`src/rtl/buf_cfg_pkg.sv`:
```
`default_nettype none

package buf_cfg_pkg;

    // page storage.
    localparam int page_count  = 2048;
    localparam int page_addr_w = 11;

    // switch ports.
    localparam int port_count = 16;
    localparam int port_w     = 4;

    // free and per-port counters, wide enough to hold page_count.
    localparam int count_w = 12;

    // per-page tables.
    localparam int link_w = 16;
    localparam int ecc_w  = 8;

    // sized constants for the counters and pointers.
    localparam logic [count_w-1:0]     count_one  = count_w'(1);
    localparam logic [count_w-1:0]     count_full = count_w'(page_count);
    localparam logic [page_addr_w-1:0] addr_one   = page_addr_w'(1);
    localparam logic [page_addr_w-1:0] last_page  = page_addr_w'(page_count - 1);

endpackage

`default_nettype wire
```
`src/rtl/buf_op_pkg.sv`:
```
`default_nettype none

package buf_op_pkg;

    // what the counters and the free queue do with one request.
    typedef enum logic [1:0] {
        op_idle     = 2'd0,
        op_alloc    = 2'd1,
        op_release  = 2'd2,
        op_transfer = 2'd3
    } buf_opcode_t;

    typedef enum logic {
        st_fill = 1'b0,
        st_run  = 1'b1
    } fill_state_t;

    // plain strobes from the schedulers.
    typedef struct packed {
        logic                                wr_op;
        logic                                pop;
        logic [buf_cfg_pkg::port_w-1:0]      wr_port;
        logic [buf_cfg_pkg::count_w-1:0]     delta_free;
        logic [buf_cfg_pkg::count_w-1:0]     delta_pages;
        logic                                rd_op;
        logic [buf_cfg_pkg::port_w-1:0]      rd_port;
        logic [buf_cfg_pkg::page_addr_w-1:0] rd_page;
    } buf_req_t;

    typedef struct packed {
        buf_opcode_t                         opcode;
        logic                                pop;
        logic [buf_cfg_pkg::port_w-1:0]      wr_port;
        logic [buf_cfg_pkg::count_w-1:0]     delta_free;
        logic [buf_cfg_pkg::count_w-1:0]     delta_pages;
        logic [buf_cfg_pkg::port_w-1:0]      rd_port;
        logic [buf_cfg_pkg::page_addr_w-1:0] rd_page;
    } buf_cmd_t;

    // data is sized for the jump table, the ecc table uses the low bits.
    typedef struct packed {
        logic                                en;
        logic [buf_cfg_pkg::page_addr_w-1:0] addr;
        logic [buf_cfg_pkg::link_w-1:0]      data;
    } tbl_wr_t;

endpackage

`default_nettype wire

```
`src/rtl/page_cmd_decoder.sv`:
```
`timescale 1ns/1ps
`default_nettype none

module page_cmd_decoder (
    input  wire                       clk,
    input  wire                       rst_n,
    input  wire buf_op_pkg::buf_req_t req,
    input  wire                       ready,
    output buf_op_pkg::buf_cmd_t      cmd
);

    buf_op_pkg::buf_opcode_t             opcode_d;
    buf_op_pkg::buf_opcode_t             opcode_q;
    logic                                pop_q;
    logic [buf_cfg_pkg::port_w-1:0]      wr_port_q;
    logic [buf_cfg_pkg::count_w-1:0]     delta_free_q;
    logic [buf_cfg_pkg::count_w-1:0]     delta_pages_q;
    logic [buf_cfg_pkg::port_w-1:0]      rd_port_q;
    logic [buf_cfg_pkg::page_addr_w-1:0] rd_page_q;

    always_comb begin
        case ({req.wr_op, req.rd_op})
            2'b10:   opcode_d = buf_op_pkg::op_alloc;
            2'b01:   opcode_d = buf_op_pkg::op_release;
            2'b11:   opcode_d = buf_op_pkg::op_transfer;
            default: opcode_d = buf_op_pkg::op_idle;
        endcase
    end

    always_ff @(posedge clk) begin
        if (!rst_n) begin
            opcode_q <= buf_op_pkg::op_idle;
            pop_q    <= 1'b0;
        end else if (!ready) begin
            // requests during the fill are dropped.
            opcode_q <= buf_op_pkg::op_idle;
            pop_q    <= 1'b0;
        end else begin
            opcode_q <= opcode_d;
            pop_q    <= req.pop;
        end
    end

    always_ff @(posedge clk) begin
        wr_port_q     <= req.wr_port;
        delta_free_q  <= req.delta_free;
        delta_pages_q <= req.delta_pages;
        rd_port_q     <= req.rd_port;
        rd_page_q     <= req.rd_page;
    end

    always_comb begin
        cmd.opcode      = opcode_q;
        cmd.pop         = pop_q;
        cmd.wr_port     = wr_port_q;
        cmd.delta_free  = delta_free_q;
        cmd.delta_pages = delta_pages_q;
        cmd.rd_port     = rd_port_q;
        cmd.rd_page     = rd_page_q;
    end

    // a page leaves the free queue only for a write.
    a_pop_with_write: assert property (@(posedge clk) disable iff (!rst_n)
        req.pop |-> req.wr_op);

endmodule

`default_nettype wire

```
`config.mk`:
```
export PLATFORM = sky130hd
export DESIGN_NAME = page_cmd_decoder
export DESIGN_NICKNAME = d
export VERILOG_FILES = /design/src/rtl/buf_cfg_pkg.sv /design/src/rtl/buf_op_pkg.sv /design/src/rtl/page_cmd_decoder.sv
export SDC_FILE = /design/constraint.sdc
export NUM_CORES = 1
export LEC_CHECK = 0
export BUFFER_PORTS_ARGS = -buffer_cell sky130_fd_sc_hd__buf_2
export CAP_MARGIN = 20
export CELL_PAD_IN_SITES_DETAIL_PLACEMENT = 1
export CELL_PAD_IN_SITES_GLOBAL_PLACEMENT = 2
export CORE_AREA = 2 2 78 80
export DETAILED_ROUTE_END_ITERATION = 16
export DIE_AREA = 0 0 80 82
export PLACE_DENSITY = 0.81
export SLEW_MARGIN = 20
export SYNTH_ARGS = -nofsm -noshare
export SYNTH_HDL_FRONTEND = slang
export SYNTH_SLANG_ARGS = --single-unit
```
`constraint.sdc`:
```
create_clock -name clk -period 0.8 [get_ports clk]
set_input_delay 0.08 -clock clk [delete_from_list [all_inputs] [get_ports clk]]
set_output_delay 0.08 -clock clk [all_outputs]
set_load 0.05 [all_outputs]
```
==> run_summary.xml <==
<?xml version="1.0" encoding="UTF-8"?>
<metrics>
  <group name="yosys">
    <metric name="syn-instance-count" unit="">50</metric>
    <metric name="library_cells_used_by_synthesis" unit="">3</metric>
    <metric name="synthesis.nets" unit="">99</metric>
    <metric name="post_synth_instance_area" unit="µm²">947</metric>
    <metric name="yosysTopAreaCell" unit="">sky130_fd_sc_hd__dfxtp_1</metric>
    <metric name="postSynth.asyncResetShare" unit="">0</metric>
    <metric name="netlist.area_leader.share" unit="">0.972</metric>
    <metric name="post_synth_most_frequent_cells" unit="">sky130_fd_sc_hd__dfxtp_1 (46), sky130_fd_sc_hd__and3_1 (3), sky130_fd_sc_hd__buf_4 (1)</metric>
    <metric name="post-synth-top-count-cell" unit="">sky130_fd_sc_hd__dfxtp_1</metric>
    <metric name="netlist_top_cells_area" unit="">sky130_fd_sc_hd__dfxtp_1 (97%), sky130_fd_sc_hd__and3_1 (2.0%), sky130_fd_sc_hd__buf_4 (0.79%)</metric>
    <metric name="post_synth.cell_area_avg" unit="µm²">18.9</metric>
    <metric name="synth_sequential_area_ratio" unit="">0.972</metric>
    <metric name="synth-seq-cells" unit="">46</metric>
    <metric name="synth-warning-count" unit="">0</metric>
    <metric name="synthFlopType" unit="">sky130_fd_sc_hd__dfxtp_1</metric>
    <metric name="synth-edff-count" unit="">0</metric>
  </group>
  <group name="critical_path">
    <metric name="critPathMaxStageDelay" unit="ps">350</metric>
    <metric name="worst_path_max_delay_cell" unit="">sky130_fd_sc_hd__dfxtp_2</metric>
    <metric name="cp-end-kind" unit="">output pin</metric>
    <metric name="timing_worst_setup_path_type" unit="">reg -&gt; out</metric>
    <metric name="crit_fanout" unit="">1</metric>
    <metric name="cp.depth" unit="">1</metric>
    <metric name="crit_required" unit="ps">720</metric>
    <metric name="crit_end" unit="">cmd[8]</metric>
    <metric name="timing.critical_path.from" unit="">rd_page_q[8]</metric>
    <metric name="crit_chain" unit="">buf_8</metric>
    <metric name="cp-start-kind" unit="">flip-flop</metric>
    <metric name="top_family_by_delay_on_critical_path" unit="">flip-flops</metric>
    <metric name="cp_data_arrival_time" unit="ps">780</metric>
    <metric name="critical_path_buf_inv_count" unit="">1</metric>
  </group>
  <group name="clock_tree">
    <metric name="cts.root.buffer_cell" unit="">sky130_fd_sc_hd__clkbuf_8</metric>
    <metric name="number_of_buffers_inserted_during_clock_tree_synthesis" unit="">5</metric>
    <metric name="clock_sink_count" unit="">46</metric>
    <metric name="clock_tree.buffer_depth" unit="">2</metric>
    <metric name="cts_htree_levels" unit="">2</metric>
    <metric name="cts_post_setup_buffers_inserted" unit="">0</metric>
    <metric name="clock_tree_from_tritoncts" unit="">built</metric>
    <metric name="path_clk_slew" unit="ps">80</metric>
  </group>
  <group name="outcome">
    <metric name="violations" unit="">negative setup slack</metric>
    <metric name="run_status" unit="">finished, violations left</metric>
  </group>
  <group name="placement">
    <metric name="post-place-cells" unit="">218</metric>
    <metric name="finalWeightedCongestion" unit="">0.622</metric>
    <metric name="detailedPlace.worstSlack" unit="ps">160</metric>
    <metric name="numPortBuffers" unit="">94</metric>
  </group>
  <group name="sta">
    <metric name="setup_viol" unit="">46</metric>
    <metric name="min_period" unit="ps">862</metric>
    <metric name="hold_violations" unit="">0</metric>
    <metric name="post-route-worst-setup-slack" unit="ps">-61.8</metric>
    <metric name="timing.final.crit_share" unit="">1.08</metric>
    <metric name="maxClockFrequency" unit="MHz">1160</metric>
    <metric name="grt_setup_unrepaired" unit="">true</metric>
    <metric name="max_slew_violation_count" unit="">0</metric>
    <metric name="timing.slew.headroom" unit="">0.927</metric>
    <metric name="max_slew.worst_pin.slew" unit="ps">109</metric>
  </group>
  <group name="routing">
    <metric name="via_per_inst" unit="">3.51</metric>
    <metric name="routed_wire_length_per_instance" unit="µm">14.1</metric>
    <metric name="num_vias" unit="">940</metric>
    <metric name="drt_iter0_markers" unit="">2</metric>
    <metric name="ant_nets" unit="">0</metric>
    <metric name="dr.pass1.iters" unit="">3</metric>
    <metric name="drcViolationCount" unit="">0</metric>
    <metric name="postRouteWirelength" unit="µm">3780</metric>
  </group>
  <group name="flow_run">
    <metric name="maxCapViolations" unit="">0</metric>
  </group>
  <group name="global_routing">
    <metric name="track_usage" unit="">0.111</metric>
    <metric name="grt_util_met2" unit="">0.249</metric>
    <metric name="number_of_global_route_vias_before_repair" unit="">1044</metric>
    <metric name="grt_start_max_net_pins" unit="">13</metric>
    <metric name="antenna_found_initial" unit="">0</metric>
    <metric name="use_met1" unit="">0.0842</metric>
    <metric name="global_route.overflow_total" unit="">0</metric>
    <metric name="grt_pass1_wl" unit="µm">5220</metric>
    <metric name="grtUsageMet3" unit="">0.0352</metric>
    <metric name="peak_usage_layer_in_the_global_routing_report" unit="">met2</metric>
  </group>
  <group name="cells_and_area">
    <metric name="flow.area_growth_from_synthesis" unit="%">168</metric>
    <metric name="register_area" unit="µm²">978</metric>
    <metric name="fill_cells" unit="">604</metric>
    <metric name="multiInputGateArea" unit="µm²">18.8</metric>
    <metric name="net_total_in_the_final_layout" unit="">242</metric>
    <metric name="layoutNonFillerInstCount" unit="">268</metric>
    <metric name="post_route_cells_drive_above_1_share" unit="">0.760</metric>
  </group>
  <group name="die">
    <metric name="core_area" unit="µm²">5750</metric>
    <metric name="floorplan.initialDensity" unit="">0.165</metric>
    <metric name="die_area" unit="µm²">6560</metric>
    <metric name="ios" unit="">95</metric>
    <metric name="chipHeight" unit="µm">82</metric>
    <metric name="die-width" unit="µm">80</metric>
    <metric name="placementRows" unit="">28</metric>
  </group>
  <group name="pwr">
    <metric name="final_power" unit="mW">4.96</metric>
    <metric name="pwr_density_cell" unit="nW/µm²">1960</metric>
    <metric name="power_leakage" unit="nW">1.16</metric>
    <metric name="peakVddDrop" unit="V">0.000793</metric>
  </group>
  <group name="hold_path">
    <metric name="hold_path_class" unit="">in -&gt; reg</metric>
  </group>
</metrics>
-- stage by stage --
| stage | setup TNS, ps | utilization | hold slack, ps | instance area (µm²) |
|---|---|---|---|---|
| floorplan | 0 | - | 108 | 947 |
| CTS | -2520 | 0.429 | 13.4 | 2470 |
| global route | -3460 | 0.441 | 8.80 | 2530 |
| global placement | 0 | 0.262 | 182 | 1500 |
| detailed placement | 0 | 0.262 | 184 | 1500 |
| finish | -2050 | 0.441 | 19.8 | 2530 |
-- power breakdown --
| group | internal [mW] | total (mW) | switching [mW] | leakage, nW |
|---|---|---|---|---|
| registers | 2.44 | 2.51 | 0.0789 | 0.389 |
| clock network | 0.667 | 1.36 | 0.694 | 0.0431 |
| logic | 0.534 | 1.08 | 0.547 | 0.725 |
-- cell families (layout without fill, tap and decap cells) --
group / Yosys count / in the layout / synth area share
simple gates: 3 / 3 / 0.0198
other cells: 0 / 1 / 0
buf+inv: 1 / 143 / 0.00793
flops: 46 / 46 / 0.972
-- registers in the layout, indices dropped and copies added, names as in the netlist --
register	flops
rd_port_q	4
pop_q	1
rd_page_q	11
delta_free_q	12
delta_pages_q	12
opcode_q	2
wr_port_q	4
-- layout by cell type (no fill, tap or decap), drive strengths merged --
master	synthesis	final
and3	3	3
diode	0	1
clkbuf	0	6
buf	1	94
dfxtp	46	46
dlygate4sd3	0	43
-- how the worst min path moves through the flow --
stage,cells past startpoint,start,end
finish,2,req[15],opcode_q[1]
global route,2,req[15],opcode_q[1]
CTS,2,req[45],opcode_q[0]
detailed placement,1,req[38],delta_free_q[10]
global placement,1,req[4],rd_page_q[4]
floorplan,0,req[28],delta_free_q[0]
-- area by class of cell --
| cell class | instances | share of cell area |
|---|---|---|
| clock buffers | 6 | 0.0326 |
| repair buffers | 137 | 0.536 |
| diodes | 1 | 0.000988 |
| flip-flops and latches | 46 | 0.386 |
| well taps | 75 | 0.0370 |
| multi-input cells | 3 | 0.00741 |
-- repair_timing --
item,CTS,global route
gates resized for setup,166,17
pin swaps,0,0
setup endpoints to repair,46,46
hold buffers,43,0
hold endpoints to repair,43,0
-- metal layers --
layer / share of wire / routed length (µm)
met2: 0.66 / 2500
met1: 0.28 / 1040
met5: 0 / 0
met3: 0.052 / 195
met4: 0.012 / 46
No activity file was read; power rests on OpenSTA's default activity.
