`config.mk`:
```
export PLATFORM = sky130hd
export DESIGN_NAME = page_accounting
export DESIGN_NICKNAME = d
export VERILOG_FILES = /design/src/rtl/buf_cfg_pkg.sv /design/src/rtl/buf_op_pkg.sv /design/src/rtl/page_accounting.sv
export SDC_FILE = /design/constraint.sdc
export NUM_CORES = 1
export LEC_CHECK = 0
export BUFFER_PORTS_ARGS = -buffer_cell sky130_fd_sc_hd__buf_4
export CAP_MARGIN = 10
export CORE_ASPECT_RATIO = 2
export CORE_MARGIN = 5
export CORE_UTILIZATION = 38
export CTS_CLUSTER_SIZE = 24
export DETAILED_ROUTE_END_ITERATION = 8
export HOLD_SLACK_MARGIN = 0.06
export PLACE_DENSITY = 0.61
export SLEW_MARGIN = 25
export SYNTH_ARGS = -nofsm -noshare
export SYNTH_HDL_FRONTEND = slang
export SYNTH_SLANG_ARGS = --single-unit
```
`constraint.sdc`:
```
create_clock -name clk -period 4.88 [get_ports clk]
set_input_delay 0.488 -clock clk [delete_from_list [all_inputs] [get_ports clk]]
set_output_delay 0.488 -clock clk [all_outputs]
set_load 0.005 [all_outputs]
```
`src/rtl/buf_cfg_pkg.sv`:
```
`default_nettype none

package buf_cfg_pkg;

    // page storage.
    localparam int page_count  = 2048;
    localparam int page_addr_w = 11;

    // switch ports.
    localparam int port_count = 16;
    localparam int port_w     = 4;

    // free and per-port counters, wide enough to hold page_count.
    localparam int count_w = 12;

    // per-page tables.
    localparam int link_w = 16;
    localparam int ecc_w  = 8;

    // sized constants for the counters and pointers.
    localparam logic [count_w-1:0]     count_one  = count_w'(1);
    localparam logic [count_w-1:0]     count_full = count_w'(page_count);
    localparam logic [page_addr_w-1:0] addr_one   = page_addr_w'(1);
    localparam logic [page_addr_w-1:0] last_page  = page_addr_w'(page_count - 1);

endpackage

`default_nettype wire
```
`src/rtl/buf_op_pkg.sv`:
```
`default_nettype none

package buf_op_pkg;

    // what the counters and the free queue do with one request.
    typedef enum logic [1:0] {
        op_idle     = 2'd0,
        op_alloc    = 2'd1,
        op_release  = 2'd2,
        op_transfer = 2'd3
    } buf_opcode_t;

    typedef enum logic {
        st_fill = 1'b0,
        st_run  = 1'b1
    } fill_state_t;

    // plain strobes from the schedulers.
    typedef struct packed {
        logic                                wr_op;
        logic                                pop;
        logic [buf_cfg_pkg::port_w-1:0]      wr_port;
        logic [buf_cfg_pkg::count_w-1:0]     delta_free;
        logic [buf_cfg_pkg::count_w-1:0]     delta_pages;
        logic                                rd_op;
        logic [buf_cfg_pkg::port_w-1:0]      rd_port;
        logic [buf_cfg_pkg::page_addr_w-1:0] rd_page;
    } buf_req_t;

    typedef struct packed {
        buf_opcode_t                         opcode;
        logic                                pop;
        logic [buf_cfg_pkg::port_w-1:0]      wr_port;
        logic [buf_cfg_pkg::count_w-1:0]     delta_free;
        logic [buf_cfg_pkg::count_w-1:0]     delta_pages;
        logic [buf_cfg_pkg::port_w-1:0]      rd_port;
        logic [buf_cfg_pkg::page_addr_w-1:0] rd_page;
    } buf_cmd_t;

    // data is sized for the jump table, the ecc table uses the low bits.
    typedef struct packed {
        logic                                en;
        logic [buf_cfg_pkg::page_addr_w-1:0] addr;
        logic [buf_cfg_pkg::link_w-1:0]      data;
    } tbl_wr_t;

endpackage

`default_nettype wire

```
`src/rtl/page_accounting.sv`:
```
`timescale 1ns/1ps
`default_nettype none

module page_accounting (
    input  wire                                 clk,
    input  wire                                 rst_n,
    input  wire buf_op_pkg::buf_cmd_t           cmd,
    input  wire [buf_cfg_pkg::port_w-1:0]       query_port,
    output logic [buf_cfg_pkg::count_w-1:0]     free_space,
    output logic [buf_cfg_pkg::count_w-1:0]     page_amount
);

    logic [buf_cfg_pkg::port_count-1:0][buf_cfg_pkg::count_w-1:0] port_cnt;
    logic                                                          rd_dec;

    assign page_amount = port_cnt[query_port];

    // read port loses a page, except a transfer within one port.
    assign rd_dec = (cmd.opcode == buf_op_pkg::op_release) ||
                    ((cmd.opcode == buf_op_pkg::op_transfer) &&
                     (cmd.wr_port != cmd.rd_port));

    always_ff @(posedge clk) begin
        if (!rst_n) begin
            free_space <= buf_cfg_pkg::count_full;
            port_cnt   <= '0;
        end else begin
            case (cmd.opcode)
                buf_op_pkg::op_alloc: begin
                    free_space <= free_space - cmd.delta_free;
                    port_cnt[cmd.wr_port] <= port_cnt[cmd.wr_port] + cmd.delta_pages;
                end
                buf_op_pkg::op_release: begin
                    free_space <= free_space + buf_cfg_pkg::count_one;
                    port_cnt[cmd.rd_port] <= port_cnt[cmd.rd_port] - buf_cfg_pkg::count_one;
                end
                buf_op_pkg::op_transfer: begin
                    // free space stays put.
                    if (cmd.wr_port != cmd.rd_port) begin
                        port_cnt[cmd.wr_port] <=
                            port_cnt[cmd.wr_port] + buf_cfg_pkg::count_one;
                        port_cnt[cmd.rd_port] <=
                            port_cnt[cmd.rd_port] - buf_cfg_pkg::count_one;
                    end
                end
                default: begin
                    free_space <= free_space;
                end
            endcase
        end
    end

    a_no_port_underflow: assert property (@(posedge clk) disable iff (!rst_n)
        rd_dec |-> (port_cnt[cmd.rd_port] != '0));

    // Pages only move between the pool and the ports, so the pool can't exceed its size.
    a_free_in_range: assert property (@(posedge clk) disable iff (!rst_n)
        free_space <= buf_cfg_pkg::count_full);

endmodule

`default_nettype wire

```
==> impl_results.md, run 1 <==
- Post-CTS setup buffers: 0
- Initial antenna violation count: 6
- CP top delay family: compound AO/OA/AOI/OAI gates
- Placed Cells: 3043
- CTS Sinks: 204
- Share of layout cells above drive strength 1: 0.189
- Routed length on met2: 51000 µm
- Met1 wire length: 31400 µm
- Placer Congestion: 0.972
- IO Pins: 76
- Worst Path Required: 5.31 ns
- Maxcap violations: 0
- Final setup viols: 0
- Final Non-Filler Cells: 3087
- Post-CTS sizing: 0
- Synth Register Bits: 204
- Initial Utilization: 0.382
- Sequential area share after synthesis: 0.214
- Tmin final: 4.34 ns
- DR iter-0 viols: 3510
- # DRC: 0
- DR top layer: met5
- Synth area leaders: dfxtp_1, mux4_2, a21oi_1
- Max Freq: 231 MHz
- Inserted Clock Buffers: 24
- Tightest Pin Transition: 1.18 ns
- Most common cell in the synthesized netlist: nand2_1
- Maximum clock insertion buffer count: 3
- Wirelength per Cell: 34.6 µm
- Worst-path fanout max: 20
- CTS tree: yes
- Crit path max-delay cell type: mux4_2
- Wirelength, routed: 107000 µm
- Maximum vdd drop: 193 µV
- Top FF cell, synth: dfxtp_1
- Ys async rst share: 0
- Largest net degree at the start of global routing: 134
- CP Cell Sequence: mux4_2, a22oi_1, nand2_1, ha_1, nor2b_1, o21ai_0, a21oi_1, o21ai_0, buf_4, mux2i_1, nand2_1, buf_4, a2111oi_0, nor3_1
- Max Transition Viols Final: 0
- H-tree Lvls: 1
- Layout fillers: 5037
- Mapped Nets: 2478
- Post-DP HPWL: 78300 µm
- Die span in y: 327 µm
- Post-synthesis cell type count: 77
- Cells after Synth: 2396
- Clock transition at the registers of the reported paths: 0.06 ns
- CTS root buffer: clkbuf_16
- Global-route wire length before repair: 150000 µm
- Pleak: 7.86 nW
- Sequential cell area: 0.00408 mm²
- Vias in the first global route: 22800
- Row count: 116
- Die footprint: 0.0551 mm²
- Syn avg cell area: 7.96 µm²
- Commonest cells post-synth: nand2_1, a21oi_1, o21ai_0, nor2_1, dfxtp_1
- Area delta synth->final: 13.2%
- Met3 wire len: 9330 µm
- Startpoint Class: flip-flop
- Status: finished, final reports clean
- Rel. slew slack: 0.206
- Syn Std Cell Area: 0.0191 mm²
- Post-DR vias/cell: 7.35
- CTS Hold Bufs: 0
- Grt ovf: 0
- RSZ-0062 raised after global routing: false
- Post-synth EDFFs: 0
- Clk_lat worst skew: 0.57 ns
- Gr usage total: 0.371
- Type of the most critical hold path: input pin to flip-flop
- Pre-antenna DRT Iters: 9
- Die width: 168 µm
- Max incr delay on CP: 0.53 ns
- Total chip power: 0.00686 W
- Via count: 22700
- Final Cycle Share: 0.889
- Post-DRT Antenna Nets: 0
- Nets: 2502
- Clk_skew: 0.0141 ns
- Total core area: 0.0499 mm²
- Port Buffers: 63
- Critical path buffer and inverter count: 2
- Arr. time, crit path: 4.77 ns
- Critical path type: flip-flop to flip-flop
- Post-synth top area share: 0.214
- Warnings, synthesis: 0
- Fin. Hold Viols: 0
- Multi-input gate area: 0.0140 mm²
- Setup crit end kind: flip-flop
- Pwr dens: 318 mW/mm²
- Dominant cell type by area after synthesis: dfxtp_1
- Setup TNS: 0 ns
tightest hold or removal path, stage by stage:
cell and delay (ns):
buf_4 0.10, or2_2 0.10, ha_1 0.11, mux2i_1 0.06, nor2_1 0.07
cell families (layout without fill, tap and decap cells):
group                    Yosys count  after routing  synth area share
XOR/XNOR                          41             41            0.0202
buffers and inverters            239            278            0.0561
flip-flops                       204            204             0.214
multiplexers                     169            169             0.193
AO/OA/AOI/OAI                    975            975             0.326
adder cells (fa/ha/maj)           30             30            0.0205
AND/OR/NAND/NOR                  738            738             0.170
other                              0              3                 0
layout by cell type (no fill, tap or decap), types with 18 or more instances in the layout:
cell	count
nand2_1	303
a22o_1	18
o21ai_0	246
dfxtp_1	204
a21oi_1	266
mux4_2	159
nand3_1	43
a21o_1	43
a2111oi_0	26
nor3_1	71
o211ai_1	28
a31oi_1	42
xnor2_1	20
ha_1	26
a22oi_1	86
buf_4	206
a211oi_1	18
clkbuf_16	25
nor2_1	203
o22ai_1	40
xor2_1	18
inv_1	18
a221oi_1	39
stage by stage:
step / utilization / setup slack [ns] / instance area [µm²] / hold WS [ns]
2_1_floorplan: - / 0.656 / 19100 / 0.465
3_3_place_gp: 0.415 / 0.0574 / 20700 / 0.484
3_5_place_dp: 0.415 / 0.0765 / 20700 / 0.493
4_1_cts: 0.432 / 0.610 / 21600 / 0.418
5_1_grt: 0.432 / 0.265 / 21600 / 0.490
6_report: 0.433 / 0.544 / 21600 / 0.412
worst paths after layout:
| path | startpoint | endpoint | slack (ns) | cells after the start |
|---|---|---|---|---|
| worst min register to register | flip-flop | flip-flop | 0.50 | 2 |
| worst max-delay path | flip-flop | flip-flop | 0.54 | 14 |
| worst min-delay path | cmd[27] | free_space[0] | 0.41 | 5 |
| worst max register to register | flip-flop | flip-flop | 0.54 | 14 |
layer usage:
layer / vias up / global-route usage
met5: - / 0
met4: 6 / 0.406
met3: 767 / 0.0667
met2: 1850 / 0.627
met1: 10700 / 0.357
li1: 9333 / -
power breakdown:
group          internal, W  total (W)  switching, W  leakage (nW)
sequential         0.00182    0.00203      0.000207          1.68
combinational     0.000990    0.00276       0.00177          5.77
clock              0.00119    0.00207      0.000874         0.410
area by class of cell:
cell class | count | area share
multi-input cells | 1953 | 0.649
flip-flops and latches | 204 | 0.189
repair buffers | 217 | 0.0814
well taps | 649 | 0.0376
clock buffers | 36 | 0.0341
clock inverters | 5 | 0.00475
inverters | 20 | 0.00348
diodes | 3 | 0.000348
No activity file was read; power rests on OpenSTA's default activity.
==> inputs of run 2 (changes only) <==
- clock period: 4.88 -> 4.4 ns (I/O delays scaled with it)
==> impl_results.md, run 2 (synthesized netlist as in run 1, its figures left out) <==
- Status: finished, final reports clean (unchanged)
- CTS Hold Bufs: 0 (unchanged)
- Global-route wire length before repair: 156000 µm (was 150000 µm)
- Critical path type: flip-flop to flip-flop (unchanged)
- R2R setup slack: 0.34 ns (was 0.54 ns)
- CTS root buffer: clkbuf_16 (unchanged)
- Nets: 2553 (was 2502)
- Vias in the first global route: 23000 (was 22800)
- Grt met1 use: 0.380 (was 0.357)
- Commonest non-fill, non-tap cell in the layout: nand2_1 (unchanged)
- Maximum clock insertion buffer count: 3 (unchanged)
- GR Util met2: 0.639 (was 0.627)
- Type of the most critical hold path: input pin to flip-flop (unchanged)
- Clk_skew: 0.0212 ns (was 0.0141 ns)
- Total core area: 0.0499 mm² (unchanged)
- Worst Path Required: 4.86 ns (was 5.31 ns)
- M3 GR Usage: 0.0698 (was 0.0667)
- Max Transition Viols Final: 0 (unchanged)
- GR peak layer: met2 (unchanged)
- FF-to-FF path depth: 15 (was 14)
- # DRC: 0 (unchanged)
- Wirelength per Cell: 35.0 µm (was 34.6 µm)
- Clock transition at the registers of the reported paths: 0.07 ns (was 0.06 ns)
- Port Buffers: 63 (unchanged)
- Post-DR vias/cell: 7.36 (was 7.35)
- Gr usage total: 0.385 (was 0.371)
- Most frequent cells in the layout: nand2_1, a21oi_1, buf_4 (was nand2_1, a21oi_1, o21ai_0)
- Pleak: 8.12 nW (was 7.86 nW)
- Hold Slack: 0.281 ns (was 0.412 ns)
- Share of layout cells above drive strength 1: 0.206 (was 0.189)
- Initial antenna violation count: 1 (was 6)
- DR iter-0 viols: 3471 (was 3510)
- Row count: 116 (unchanged)
- Post-DP HPWL: 80200 µm (was 78300 µm)
- Rel. slew slack: 0.259 (was 0.206)
- Inserted Clock Buffers: 24 (unchanged)
- Area delta synth->final: 15.2% (was 13.2%)
- Maximum vdd drop: 293 µV (was 193 µV)
- Die footprint: 0.0551 mm² (unchanged)
- Maxcap violations: 0 (unchanged)
- Clk_lat worst skew: 0.59 ns (was 0.57 ns)
- Dpl ws: -0.0344 ns (was 0.0765 ns)
- Placed inst area: 0.0212 mm² (was 0.0207 mm²)
- Final setup viols: 0 (unchanged)
- H-tree Lvls: 1 (unchanged)
- Initial Utilization: 0.382 (unchanged)
- Max Freq: 246 MHz (was 231 MHz)
- Final Cycle Share: 0.923 (was 0.889)
- Placer Congestion: 1.02 (was 0.972)
- Arr. time, crit path: 4.52 ns (was 4.77 ns)
- Post-CTS sizing: 0 (unchanged)
- Startpoint Class: flip-flop (unchanged)
- Tightest Pin Transition: 1.11 ns (was 1.18 ns)
- Total chip power: 0.00767 W (was 0.00686 W)
- Pre-antenna DRT Iters: 9 (unchanged)
- Post-DRT Antenna Nets: 0 (unchanged)
- Die span in y: 327 µm (unchanged)
- CTS tree: yes (unchanged)
- Tmin final: 4.06 ns (was 4.34 ns)
- Grt ovf: 0 (unchanged)
- Post-route cell area: 0.0220 mm² (was 0.0216 mm²)
- CTS Sinks: 204 (unchanged)
- Hold wc startpoint: rst_n (was cmd[27])
- Setup crit end kind: flip-flop (unchanged)
- Wirelength, routed: 110000 µm (was 107000 µm)
- Final setup margin: 0.338 ns (was 0.544 ns)
- RSZ-0062 raised after global routing: false (unchanged)
- Post-CTS setup buffers: 0 (unchanged)
- Fin. Hold Viols: 0 (unchanged)
- Pwr dens: 349 mW/mm² (was 318 mW/mm²)
- IO Pins: 76 (unchanged)
- Hold Crit Depth: 2 (was 5)
- Via count: 23100 (was 22700)
- Die width: 168 µm (unchanged)
- Largest net degree at the start of global routing: 66 (was 134)
- Worst-path fanout max: 15 (was 20)
## run 2: cell count changes in the layout (fill, tap and decap cells not counted), sizes merged
cell / previous run / this run
buf: 217 / 268
clkinv: 3 / 8
bufinv: 3 / 1
clkbuf: 36 / 35
clkinvlp: 1 / 2
diode: 3 / 2
## run 2: final cells by class
class	count	area, µm²
diodes	2	5.00
clock buffers	35	723
clock inverters	9	75.1
fillers	5036	27900
inverters	20	75.1
multi-input cells	1953	14000
flip-flops and latches	204	4080
well taps	649	812
repair buffers	268	2200
## run 2: how the worst max path moves through the flow
stage / startpoint / to
2_1_floorplan: cmd[40] / flip-flop
3_3_place_gp: cmd[39] / flip-flop
3_5_place_dp: cmd[39] / flip-flop
4_1_cts: flip-flop / flip-flop
5_1_grt: flip-flop / flip-flop
6_report: flip-flop / flip-flop
## run 2: power by group
| group | switching [W] | internal (W) |
|---|---|---|
| Sequential | 0.000242 | 0.00202 |
| Clock | 0.00101 | 0.00120 |
| Combinational | 0.00202 | 0.00117 |
## run 2: metrics by stage
stage / util / instances / TNS (ns)
2_1_floorplan: - / 2396 / 0
3_3_place_gp: 0.424 / 3094 / 0
3_5_place_dp: 0.424 / 3094 / -0.118
4_1_cts: 0.440 / 3138 / 0
5_1_grt: 0.440 / 3138 / 0
6_report: 0.440 / 3140 / 0
## run 2: critical path, cell delays in order (launching register included)
cell and delay [ns]:
dfxtp_1 0.40, mux4_2 0.49, mux4_2 0.54, ha_1 0.23, inv_1 0.08, fa_1 0.21, nor2b_1 0.08, o21ai_0 0.31
a21oi_1 0.15, o21ai_0 0.18, buf_4 0.16, mux2i_1 0.23, nand2_1 0.08, buf_4 0.21, a2111oi_0 0.46, nor3_1 0.12
## run 2: per-layer routing
metal | wire length [µm] | up-vias
met4 | 15300 | 0
met2 | 52200 | 1953
met5 | 0 | -
met1 | 32600 | 11000
met3 | 9860 | 761
li1 | - | 9449
